--- src/logic/xbar_cfg_pkg.sv ---
`default_nettype none

package xbar_cfg_pkg;

  // caller id carried with each request
  localparam int ID_W = 4;

  // slot index, also used as the bank tag
  localparam int TAG_W = 3;
  localparam int SLOTS = 8;

  // bit 4 picks the bank, bits 3..0 the word
  localparam int ADDR_W = 5;

  localparam int DATA_W = 8;

endpackage

`default_nettype wire

--- src/logic/xbar_op_pkg.sv ---
`default_nettype none

package xbar_op_pkg;

  // request opcodes
  typedef enum logic {
    OP_READ  = 1'b0,
    OP_WRITE = 1'b1
  } op_e;

  // address bit that selects bank 0 or bank 1
  localparam int BANK_SEL_BIT = 4;

endpackage

`default_nettype wire

--- src/logic/req_ingress.sv ---
`timescale 1ns/1ps
`default_nettype none

module req_ingress (
  input  wire                                  clk_i,
  input  wire                                  rst_i,
  input  wire                                  req_valid_i,
  output logic                                 req_ready_o,
  input  wire [xbar_cfg_pkg::ID_W-1:0]         req_id_i,
  input  wire xbar_op_pkg::op_e                req_op_i,
  input  wire [xbar_cfg_pkg::ADDR_W-1:0]       req_addr_i,
  input  wire [xbar_cfg_pkg::DATA_W-1:0]       req_wdata_i,
  input  wire                                  alloc_ready_i,
  input  wire [xbar_cfg_pkg::TAG_W-1:0]        alloc_tag_i,
  input  wire                                  bank0_ready_i,
  input  wire                                  bank1_ready_i,
  output logic                                 alloc_valid_o,
  output logic [xbar_cfg_pkg::ID_W-1:0]        alloc_id_o,
  output logic                                 bank0_valid_o,
  output logic                                 bank1_valid_o,
  output logic [xbar_cfg_pkg::TAG_W-1:0]       bank_tag_o,
  output xbar_op_pkg::op_e                     bank_op_o,
  output logic [xbar_op_pkg::BANK_SEL_BIT-1:0] bank_word_o,
  output logic [xbar_cfg_pkg::DATA_W-1:0]      bank_wdata_o
);

  logic                            full_q;
  logic [xbar_cfg_pkg::ID_W-1:0]   id_q;
  xbar_op_pkg::op_e                op_q;
  logic [xbar_cfg_pkg::ADDR_W-1:0] addr_q;
  logic [xbar_cfg_pkg::DATA_W-1:0] wdata_q;
  logic                            bank_sel;
  logic                            bank_ready;
  logic                            issue;
  logic                            accept;

  // --------------------------------------------------
  // issue decision
  // --------------------------------------------------
  assign bank_sel   = addr_q[xbar_op_pkg::BANK_SEL_BIT];
  assign bank_ready = bank_sel ? bank1_ready_i : bank0_ready_i;

  // slot and bank must both take it in the same cycle
  assign issue  = full_q && alloc_ready_i && bank_ready;
  assign accept = req_valid_i && req_ready_o;

  assign req_ready_o = !full_q || issue;

  assign alloc_valid_o = full_q && bank_ready;
  assign alloc_id_o    = id_q;

  assign bank0_valid_o = full_q && alloc_ready_i && !bank_sel;
  assign bank1_valid_o = full_q && alloc_ready_i && bank_sel;
  assign bank_tag_o    = alloc_tag_i;
  assign bank_op_o     = op_q;
  assign bank_word_o   = addr_q[xbar_op_pkg::BANK_SEL_BIT-1:0];
  assign bank_wdata_o  = wdata_q;

  // --------------------------------------------------
  // request stage
  // --------------------------------------------------
  always_ff @(posedge clk_i or posedge rst_i) begin
    if (rst_i) begin
      full_q <= 1'b0;
    end else if (accept) begin
      full_q <= 1'b1;
    end else if (issue) begin
      full_q <= 1'b0;
    end
  end

  always_ff @(posedge clk_i) begin
    if (accept) begin
      id_q    <= req_id_i;
      op_q    <= req_op_i;
      addr_q  <= req_addr_i;
      wdata_q <= req_wdata_i;
    end
  end

endmodule

`default_nettype wire

--- src/logic/sparse_read_buf.sv ---
`timescale 1ns/1ps
`default_nettype none

module sparse_read_buf (
  input  wire                               clk_i,
  input  wire                               rst_i,
  input  wire                               alloc_valid_i,
  output logic                              alloc_ready_o,
  output logic [xbar_cfg_pkg::TAG_W-1:0]    alloc_tag_o,
  input  wire [xbar_cfg_pkg::ID_W-1:0]      alloc_id_i,
  input  wire                               rel_valid_i,
  input  wire [xbar_cfg_pkg::TAG_W-1:0]     rel_tag_i,
  output logic [xbar_cfg_pkg::ID_W-1:0]     rel_id_o,
  output logic [xbar_cfg_pkg::SLOTS-1:0]    slot_valid_o,
  output logic [xbar_cfg_pkg::TAG_W-1:0]    bottom_ptr_o
);

  localparam int SLOTS = xbar_cfg_pkg::SLOTS;
  localparam int TAG_W = xbar_cfg_pkg::TAG_W;
  localparam int ID_W  = xbar_cfg_pkg::ID_W;

  logic [TAG_W-1:0]   wr_ptr_q;
  logic [TAG_W-1:0]   bot_q;
  logic [TAG_W-1:0]   bot_d;
  logic               push;
  wire  [SLOTS-1:0]   slot_valid;
  wire  [ID_W-1:0]    slot_id [SLOTS];
  logic [2*SLOTS-1:0] rot_full;
  logic [SLOTS-1:0]   rot_valid;
  logic [TAG_W-1:0]   skip;
  logic               found;

  // --------------------------------------------------
  // write pointer, in-order allocation
  // --------------------------------------------------
  assign alloc_ready_o = !slot_valid[wr_ptr_q];
  assign alloc_tag_o   = wr_ptr_q;
  assign push          = alloc_valid_i && alloc_ready_o;

  always_ff @(posedge clk_i or posedge rst_i) begin
    if (rst_i) begin
      wr_ptr_q <= '0;
    end else if (push) begin
      wr_ptr_q <= wr_ptr_q + 1'b1;
    end
  end

  // --------------------------------------------------
  // slot entries
  // --------------------------------------------------
  for (genvar k = 0; k < SLOTS; k++) begin : g_slot
    logic            valid_q;
    logic [ID_W-1:0] id_q;

    always_ff @(posedge clk_i or posedge rst_i) begin
      if (rst_i) begin
        valid_q <= 1'b0;
      end else if (push && wr_ptr_q == TAG_W'(k)) begin
        valid_q <= 1'b1;
      end else if (rel_valid_i && rel_tag_i == TAG_W'(k)) begin
        valid_q <= 1'b0;
      end
    end

    // caller id kept for the response
    always_ff @(posedge clk_i) begin
      if (push && wr_ptr_q == TAG_W'(k)) begin
        id_q <= alloc_id_i;
      end
    end

    assign slot_valid[k] = valid_q;
    assign slot_id[k]    = id_q;
  end

  assign rel_id_o     = slot_id[rel_tag_i];
  assign slot_valid_o = slot_valid;

  // --------------------------------------------------
  // bottom pointer
  // --------------------------------------------------
  // rotate so the current bottom lands on bit 0
  assign rot_full  = {slot_valid, slot_valid} >> bot_q;
  assign rot_valid = rot_full[SLOTS-1:0];

  always_comb begin
    skip  = '0;
    found = 1'b0;
    for (int i = 0; i < SLOTS; i++) begin
      if (!found && rot_valid[i]) begin
        skip  = TAG_W'(i);
        found = 1'b1;
      end
    end
  end

  // empty map parks the bottom on the write pointer
  assign bot_d = found ? bot_q + skip : wr_ptr_q;

  always_ff @(posedge clk_i or posedge rst_i) begin
    if (rst_i) begin
      bot_q <= '0;
    end else begin
      bot_q <= bot_d;
    end
  end

  assign bottom_ptr_o = bot_q;

endmodule

`default_nettype wire

--- src/logic/bank_target.sv ---
`timescale 1ns/1ps
`default_nettype none

module bank_target #(
  parameter int LAT     = 1,
  parameter int WORDS   = 16,
  parameter int BANK_ID = 0
) (
  input  wire                               clk_i,
  input  wire                               rst_i,
  input  wire                               req_valid_i,
  output logic                              req_ready_o,
  input  wire [xbar_cfg_pkg::TAG_W-1:0]     req_tag_i,
  input  wire xbar_op_pkg::op_e             req_op_i,
  input  wire [$clog2(WORDS)-1:0]           req_word_i,
  input  wire [xbar_cfg_pkg::DATA_W-1:0]    req_wdata_i,
  output logic                              rsp_valid_o,
  input  wire                               rsp_ready_i,
  output logic [xbar_cfg_pkg::TAG_W-1:0]    rsp_tag_o,
  output xbar_op_pkg::op_e                  rsp_op_o,
  output logic [xbar_cfg_pkg::DATA_W-1:0]   rsp_data_o
);

  localparam int DATA_W = xbar_cfg_pkg::DATA_W;
  localparam int TAG_W  = xbar_cfg_pkg::TAG_W;

  logic [DATA_W-1:0] mem_q [WORDS];
  logic [LAT-1:0]    pv_q;
  logic [TAG_W-1:0]  ptag_q [LAT];
  xbar_op_pkg::op_e  pop_q [LAT];
  logic [DATA_W-1:0] pdata_q [LAT];
  logic              advance;
  logic              issue;
  logic [DATA_W-1:0] issue_data;

  // whole pipe moves when the tail is empty or taken
  assign advance     = !pv_q[LAT-1] || rsp_ready_i;
  assign req_ready_o = advance;
  assign issue       = req_valid_i && advance;

  // write acks echo the data
  assign issue_data = (req_op_i == xbar_op_pkg::OP_WRITE) ? req_wdata_i : mem_q[req_word_i];

  // --------------------------------------------------
  // word storage
  // --------------------------------------------------
  always_ff @(posedge clk_i or posedge rst_i) begin
    if (rst_i) begin
      for (int w = 0; w < WORDS; w++) begin
        mem_q[w] <= DATA_W'(w + WORDS * BANK_ID);
      end
    end else if (issue && req_op_i == xbar_op_pkg::OP_WRITE) begin
      mem_q[req_word_i] <= req_wdata_i;
    end
  end

  // --------------------------------------------------
  // fixed-latency pipeline
  // --------------------------------------------------
  always_ff @(posedge clk_i or posedge rst_i) begin
    if (rst_i) begin
      pv_q <= '0;
    end else if (advance) begin
      pv_q[0] <= issue;
      for (int k = 1; k < LAT; k++) begin
        pv_q[k] <= pv_q[k-1];
      end
    end
  end

  always_ff @(posedge clk_i) begin
    if (advance) begin
      ptag_q[0]  <= req_tag_i;
      pop_q[0]   <= req_op_i;
      pdata_q[0] <= issue_data;
      for (int k = 1; k < LAT; k++) begin
        ptag_q[k]  <= ptag_q[k-1];
        pop_q[k]   <= pop_q[k-1];
        pdata_q[k] <= pdata_q[k-1];
      end
    end
  end

  assign rsp_valid_o = pv_q[LAT-1];
  assign rsp_tag_o   = ptag_q[LAT-1];
  assign rsp_op_o    = pop_q[LAT-1];
  assign rsp_data_o  = pdata_q[LAT-1];

endmodule

`default_nettype wire

--- src/logic/rsp_egress.sv ---
`timescale 1ns/1ps
`default_nettype none

module rsp_egress (
  input  wire                               clk_i,
  input  wire                               rst_i,
  input  wire                               b0_valid_i,
  output logic                              b0_ready_o,
  input  wire [xbar_cfg_pkg::TAG_W-1:0]     b0_tag_i,
  input  wire xbar_op_pkg::op_e             b0_op_i,
  input  wire [xbar_cfg_pkg::DATA_W-1:0]    b0_data_i,
  input  wire                               b1_valid_i,
  output logic                              b1_ready_o,
  input  wire [xbar_cfg_pkg::TAG_W-1:0]     b1_tag_i,
  input  wire xbar_op_pkg::op_e             b1_op_i,
  input  wire [xbar_cfg_pkg::DATA_W-1:0]    b1_data_i,
  output logic                              rsp_valid_o,
  input  wire                               rsp_ready_i,
  output logic [xbar_cfg_pkg::ID_W-1:0]     rsp_id_o,
  output xbar_op_pkg::op_e                  rsp_op_o,
  output logic [xbar_cfg_pkg::DATA_W-1:0]   rsp_data_o,
  output logic                              rel_valid_o,
  output logic [xbar_cfg_pkg::TAG_W-1:0]    rel_tag_o,
  input  wire [xbar_cfg_pkg::ID_W-1:0]      rel_id_i
);

  logic last_q;
  logic hold_q;
  logic hold_sel_q;
  logic arb_pick1;
  logic pick1;
  logic xfer;

  // --------------------------------------------------
  // arbitration
  // --------------------------------------------------
  // last winner drops to low priority
  assign arb_pick1 = b1_valid_i && (!b0_valid_i || !last_q);

  // keep the same bank on the output while stalled
  assign pick1 = hold_q ? hold_sel_q : arb_pick1;

  assign rsp_valid_o = b0_valid_i || b1_valid_i;
  assign xfer        = rsp_valid_o && rsp_ready_i;

  assign b0_ready_o = rsp_ready_i && !pick1;
  assign b1_ready_o = rsp_ready_i && pick1;

  always_ff @(posedge clk_i or posedge rst_i) begin
    if (rst_i) begin
      last_q     <= 1'b0;
      hold_q     <= 1'b0;
      hold_sel_q <= 1'b0;
    end else begin
      hold_q     <= rsp_valid_o && !rsp_ready_i;
      hold_sel_q <= pick1;
      if (xfer) begin
        last_q <= pick1;
      end
    end
  end

  // --------------------------------------------------
  // response and slot release
  // --------------------------------------------------
  assign rsp_op_o   = pick1 ? b1_op_i : b0_op_i;
  assign rsp_data_o = pick1 ? b1_data_i : b0_data_i;
  assign rel_tag_o  = pick1 ? b1_tag_i : b0_tag_i;

  // id comes back from the slot buffer
  assign rsp_id_o    = rel_id_i;
  assign rel_valid_o = xfer;

endmodule

`default_nettype wire

--- src/logic/xbar_read_port.sv ---
`timescale 1ns/1ps
`default_nettype none

module xbar_read_port #(
  parameter int BANK0_LAT = 1,
  parameter int BANK1_LAT = 3
) (
  input  wire                               clk_i,
  input  wire                               rst_i,
  input  wire                               req_valid_i,
  output logic                              req_ready_o,
  input  wire [xbar_cfg_pkg::ID_W-1:0]      req_id_i,
  input  wire xbar_op_pkg::op_e             req_op_i,
  input  wire [xbar_cfg_pkg::ADDR_W-1:0]    req_addr_i,
  input  wire [xbar_cfg_pkg::DATA_W-1:0]    req_wdata_i,
  output logic                              rsp_valid_o,
  input  wire                               rsp_ready_i,
  output logic [xbar_cfg_pkg::ID_W-1:0]     rsp_id_o,
  output xbar_op_pkg::op_e                  rsp_op_o,
  output logic [xbar_cfg_pkg::DATA_W-1:0]   rsp_data_o,
  output logic [xbar_cfg_pkg::SLOTS-1:0]    slot_valid_o,
  output logic [xbar_cfg_pkg::TAG_W-1:0]    bottom_ptr_o
);

  localparam int WORD_W     = xbar_op_pkg::BANK_SEL_BIT;
  localparam int BANK_WORDS = 1 << WORD_W;

  // ingress and slot buffer
  logic                              alloc_valid;
  logic                              alloc_ready;
  logic [xbar_cfg_pkg::TAG_W-1:0]    alloc_tag;
  logic [xbar_cfg_pkg::ID_W-1:0]     alloc_id;
  logic                              rel_valid;
  logic [xbar_cfg_pkg::TAG_W-1:0]    rel_tag;
  logic [xbar_cfg_pkg::ID_W-1:0]     rel_id;

  // shared request lines toward both banks
  logic                              b0_req_valid;
  logic                              b0_req_ready;
  logic                              b1_req_valid;
  logic                              b1_req_ready;
  logic [xbar_cfg_pkg::TAG_W-1:0]    bank_tag;
  xbar_op_pkg::op_e                  bank_op;
  logic [WORD_W-1:0]                 bank_word;
  logic [xbar_cfg_pkg::DATA_W-1:0]   bank_wdata;

  // bank responses
  logic                              b0_rsp_valid;
  logic                              b0_rsp_ready;
  logic [xbar_cfg_pkg::TAG_W-1:0]    b0_rsp_tag;
  xbar_op_pkg::op_e                  b0_rsp_op;
  logic [xbar_cfg_pkg::DATA_W-1:0]   b0_rsp_data;
  logic                              b1_rsp_valid;
  logic                              b1_rsp_ready;
  logic [xbar_cfg_pkg::TAG_W-1:0]    b1_rsp_tag;
  xbar_op_pkg::op_e                  b1_rsp_op;
  logic [xbar_cfg_pkg::DATA_W-1:0]   b1_rsp_data;

  req_ingress req_ingress_inst (
    .clk_i         (clk_i),
    .rst_i         (rst_i),
    .req_valid_i   (req_valid_i),
    .req_ready_o   (req_ready_o),
    .req_id_i      (req_id_i),
    .req_op_i      (req_op_i),
    .req_addr_i    (req_addr_i),
    .req_wdata_i   (req_wdata_i),
    .alloc_ready_i (alloc_ready),
    .alloc_tag_i   (alloc_tag),
    .bank0_ready_i (b0_req_ready),
    .bank1_ready_i (b1_req_ready),
    .alloc_valid_o (alloc_valid),
    .alloc_id_o    (alloc_id),
    .bank0_valid_o (b0_req_valid),
    .bank1_valid_o (b1_req_valid),
    .bank_tag_o    (bank_tag),
    .bank_op_o     (bank_op),
    .bank_word_o   (bank_word),
    .bank_wdata_o  (bank_wdata)
  );

  sparse_read_buf sparse_read_buf_inst (
    .clk_i         (clk_i),
    .rst_i         (rst_i),
    .alloc_valid_i (alloc_valid),
    .alloc_ready_o (alloc_ready),
    .alloc_tag_o   (alloc_tag),
    .alloc_id_i    (alloc_id),
    .rel_valid_i   (rel_valid),
    .rel_tag_i     (rel_tag),
    .rel_id_o      (rel_id),
    .slot_valid_o  (slot_valid_o),
    .bottom_ptr_o  (bottom_ptr_o)
  );

  bank_target #(
    .LAT     (BANK0_LAT),
    .WORDS   (BANK_WORDS),
    .BANK_ID (0)
  ) bank0_inst (
    .clk_i       (clk_i),
    .rst_i       (rst_i),
    .req_valid_i (b0_req_valid),
    .req_ready_o (b0_req_ready),
    .req_tag_i   (bank_tag),
    .req_op_i    (bank_op),
    .req_word_i  (bank_word),
    .req_wdata_i (bank_wdata),
    .rsp_valid_o (b0_rsp_valid),
    .rsp_ready_i (b0_rsp_ready),
    .rsp_tag_o   (b0_rsp_tag),
    .rsp_op_o    (b0_rsp_op),
    .rsp_data_o  (b0_rsp_data)
  );

  bank_target #(
    .LAT     (BANK1_LAT),
    .WORDS   (BANK_WORDS),
    .BANK_ID (1)
  ) bank1_inst (
    .clk_i       (clk_i),
    .rst_i       (rst_i),
    .req_valid_i (b1_req_valid),
    .req_ready_o (b1_req_ready),
    .req_tag_i   (bank_tag),
    .req_op_i    (bank_op),
    .req_word_i  (bank_word),
    .req_wdata_i (bank_wdata),
    .rsp_valid_o (b1_rsp_valid),
    .rsp_ready_i (b1_rsp_ready),
    .rsp_tag_o   (b1_rsp_tag),
    .rsp_op_o    (b1_rsp_op),
    .rsp_data_o  (b1_rsp_data)
  );

  rsp_egress rsp_egress_inst (
    .clk_i       (clk_i),
    .rst_i       (rst_i),
    .b0_valid_i  (b0_rsp_valid),
    .b0_ready_o  (b0_rsp_ready),
    .b0_tag_i    (b0_rsp_tag),
    .b0_op_i     (b0_rsp_op),
    .b0_data_i   (b0_rsp_data),
    .b1_valid_i  (b1_rsp_valid),
    .b1_ready_o  (b1_rsp_ready),
    .b1_tag_i    (b1_rsp_tag),
    .b1_op_i     (b1_rsp_op),
    .b1_data_i   (b1_rsp_data),
    .rsp_valid_o (rsp_valid_o),
    .rsp_ready_i (rsp_ready_i),
    .rsp_id_o    (rsp_id_o),
    .rsp_op_o    (rsp_op_o),
    .rsp_data_o  (rsp_data_o),
    .rel_valid_o (rel_valid),
    .rel_tag_o   (rel_tag),
    .rel_id_i    (rel_id)
  );

endmodule

`default_nettype wire

--- config.mk ---
export PLATFORM = sky130hd
export DESIGN_NAME = xbar_read_port
export DESIGN_NICKNAME = d
export VERILOG_FILES = /design/src/logic/xbar_cfg_pkg.sv /design/src/logic/xbar_op_pkg.sv /design/src/logic/req_ingress.sv /design/src/logic/sparse_read_buf.sv /design/src/logic/bank_target.sv /design/src/logic/rsp_egress.sv /design/src/logic/xbar_read_port.sv
export SDC_FILE = /design/constraint.sdc
export NUM_CORES = 1
export LEC_CHECK = 0
export BUFFER_PORTS_ARGS = -buffer_cell sky130_fd_sc_hd__buf_2
export CELL_PAD_IN_SITES_DETAIL_PLACEMENT = 1
export CELL_PAD_IN_SITES_GLOBAL_PLACEMENT = 1
export CORE_MARGIN = 4
export CORE_UTILIZATION = 55
export CTS_BUF_LIST = sky130_fd_sc_hd__clkbuf_2
export DETAILED_ROUTE_END_ITERATION = 8
export PLACE_DENSITY_LB_ADDON = 0.15
export SLEW_MARGIN = 5
export SYNTH_ARGS = -nofsm -noshare
export SYNTH_HDL_FRONTEND = slang
export SYNTH_SLANG_ARGS = --single-unit
--- constraint.sdc ---
create_clock -name clk_i -period 11.75 [get_ports clk_i]
set_input_delay 1.7625 -clock clk_i [delete_from_list [all_inputs] [get_ports clk_i]]
set_output_delay 1.7625 -clock clk_i [all_outputs]
set_load 0.02 [all_outputs]
==> results.cfg <==
[synth]
yosysSeqAreaShare_pct = 57.92
syn-instance-count = 1116
synthArstFlopShare_pct = 73.94
synth_area_sq_um = 17260
yosys_warnings = 0
syn-mean-instance-area_sq_um = 15.47
ys.flop_type = dfrtp_1
ys_seq_elements = 376
synth.distinct_cells = 61
synth_edf_count = 98
syn_nets = 1146

[clocking]
cts_buffers = 97
postCtsSetupRepairBufs = 0
cts.htree.levels = 3
insertion_delay_ps = 950
cts_max_path_buffers = 3
cts.sink_count = 376
cts_resized = 0
cts_tree = done
cts.hold.buffers_added = 0
ctsRootBufferMaster = clkbuf_2
path_clk_slew_ps = 110

[critical_path]
crit_start = sparse_read_buf_inst.alloc_tag_o[0]
rr_startpoint = sparse_read_buf_inst.alloc_tag_o[0]
start_kind = flip-flop
arrival_ps = 4190
path_class = reg2out
crit_end = req_ready_o
cp-end-kind = primary output
worstPathMaxFanout = 12
r2r_end = sparse_read_buf_inst.g_slot[5].id_q[3]
reg2regPathDepth = 6
cp.required_ps = 9990
r2r_slack_ps = 7700

[global_route]
grt_max_degree = 180
grt_pass1_vias = 11020
grt_pass1_wl_um = 64740
antenna_found_initial = 2
globalRouteOverflowTotal = 0
grt_use_total_pct = 24.69

[die]
dieHeight_um = 185.2
core.rowCount = 64
die_area_sq_um = 34290
die_w_um = 185.2
initial_core_util_pct = 56.14
pin_count = 48
core_area_sq_um = 30750

[pwr]
p_clk_share_pct = 18.8
pwr-share-seq_pct = 45.3
power_density_nw_per_um2 = 272.9
p_sw_uw = 1897
p_leak_uw = 0.008157
finalPower_uw = 5117
p_int_uw = 3220
p_comb_share_pct = 35.9
swShare_pct = 37.07
ir_drop_v = 0.0001595

[routing]
wirelength_um = 40360
first_pass_iters = 5
viasPerCell = 6.017
vias = 10110
drt.antenna.violating_nets = 0
drc = 0
drt_iter0_drc = 605
wire_per_inst_um = 24.02

[placed_design]
dp_hpwl_um = 25150
dp_cells = 1496
post-place-ws_ps = 6420
routabilityCongestion = 0.7919
io_buffers = 47

[cells_and_area]
drive_above_1_share_pct = 53.82
area_delta_synth_final_pct = 8.610
multi_input_area_sq_um = 6790
instances_no_fill = 1680
final_nets = 1229
layout_commonest_cell = mux2_2
fillers = 2938
final_cell_mix = mux2_2, dfrtp_1, clkbuf_2
seq_area_sq_um = 10000

[job]
cap_violations = 0

[timing]
timing.final.crit_share_pct = 50.69
maxSlewHeadroom_pct = 13.74
fin_setup_tns_ps = 0
tightestPinTransition_ps = 1294
drv_slew = 0
rsz0062_at_grt = false
setup_viol = 0
whs_ps = 416.7
fin_crit_ps = 5956
hold_violations = 0
setup_ws_ps = 5794
timing.fmax_mhz = 167.9
fin_worst_skew_ps = 66.55

[run_status]
outcome = completed

[worst_hold_path]
worstHoldPathCells = 0
hold_path_class = reg2reg
## synthesized netlist by cell type, drive strengths merged, types with 2 or more instances
cell    count  area (sq um)
inv        35         131.4
nor3       12         71.32
mux2i      14         140.1
clkbuf     55         206.5
nand2      45         173.9
dfstp      80          2102
a21oi       7         35.03
edfxtp     98          2943
o21ai      28         140.1
and2       11         68.82
nand3      13         70.07
nor2b       9         56.30
nor4        6         112.6
nand2b     10         62.56
mux4       84          1896
o211ai      3         22.52
a22oi       8         60.06
nor2       32         190.2
nand4      13         81.33
mux2      274          3085
ha          7         87.58
a21o        3         22.52
a31oi       7         50.05
and3        3         18.77
buf        22         136.4
or3         3         18.77
a32oi       2         17.52
a22o       14         122.6
dfrtp     198          4955
## per-stage QoR
stage / cell area, sq um / util, %
final: 18750 / 60.98
after CTS: 18750 / 60.96
after global placement: 17780 / 57.81
after global routing: 18750 / 60.98
after detailed placement: 17780 / 57.81
after floorplan: 17260 / -
## area by class of cell
| class | count | share of cell area [%] |
|---|---|---|
| clock inverter | 23 | 0.9209 |
| inverter | 35 | 0.7407 |
| clock buffer | 159 | 4.244 |
| antenna | 2 | 0.02669 |
| multi-input combinational | 628 | 36.21 |
| sequential | 376 | 53.33 |
| tap | 396 | 2.642 |
| timing repair buffer | 61 | 1.882 |
## worst max-delay path, stage by stage (launching register included)
cell	delay, ps
dfrtp_1	570
mux4_1	620
mux2i_1	980
nand2_1	250
a211o_1	490
nand2_1	160
buf_2	170
## how the worst min path moves through the flow
stage	startpoint	endpoint	slack [ps]
after global routing	bank1_inst.pdata_q[0][3]	bank1_inst.pdata_q[0][11]	410
after floorplan	bank1_inst.pdata_q[0][2]	bank1_inst.pdata_q[0][10]	400
after CTS	bank1_inst.ptag_q[0][1]	bank1_inst.ptag_q[0][4]	410
after detailed placement	bank1_inst.ptag_q[0][1]	bank1_inst.ptag_q[0][4]	410
after global placement	bank1_inst.pdata_q[0][12]	bank1_inst.pdata_q[0][20]	400
final	bank1_inst.ptag_q[0][2]	bank1_inst.ptag_q[0][5]	420
## logic make-up (layout without fill, tap and decap cells)
family / count (synthesis) / after routing / synth area share, %
mux: 372 / 372 / 29.66
xor+xnor: 2 / 2 / 0.1015
buf+inv: 112 / 278 / 2.747
flops: 376 / 376 / 57.92
fa+ha+maj: 8 / 8 / 0.6233
other cells: 0 / 2 / 0
simple gates: 162 / 162 / 5.588
compound gates: 84 / 84 / 3.356
## flip-flops by register name, summed over array words and instances, names as in the netlist
name                                 cells
bank0_inst.rsp_valid_o                   1
bank1_inst.pv_q                          3
req_ingress_inst.full_q                  1
bank0_inst.pdata_q                       8
bank1_inst.pdata_q                      24
req_ingress_inst.bank_wdata_o            8
bank0_inst.mem_q                       128
rsp_egress_inst.hold_q                   1
bank0_inst.ptag_q                        3
sparse_read_buf_inst.bottom_ptr_o        3
bank1_inst.pop_q                         3
req_ingress_inst.alloc_id_o              4
rsp_egress_inst.last_q                   1
sparse_read_buf_inst.g_slot.valid_q      8
sparse_read_buf_inst.alloc_tag_o         3
bank1_inst.ptag_q                        9
req_ingress_inst.bank_op_o               1
sparse_read_buf_inst.g_slot.id_q        32
req_ingress_inst.addr_q                  5
bank1_inst.mem_q                       128
rsp_egress_inst.hold_sel_q               1
bank0_inst.pop_q                         1
## power groups by stage
stage / logic [uW] / registers [uW] / clock network [uW]
CTS: 1860 / 2320 / 996
floorplan: 1470 / 2150 / 0
global route: 2000 / 2390 / 1070
global placement: 1780 / 2300 / 0
detailed placement: 1840 / 2340 / 0
finish: 1840 / 2320 / 962
## layer usage
metal	global-route usage, %	wire [um]
met3	4.537	1494
met5	0	0
met4	6.929	641
met2	39.68	20050
met1	35.16	18170
No activity file was read; power rests on OpenSTA's default activity.
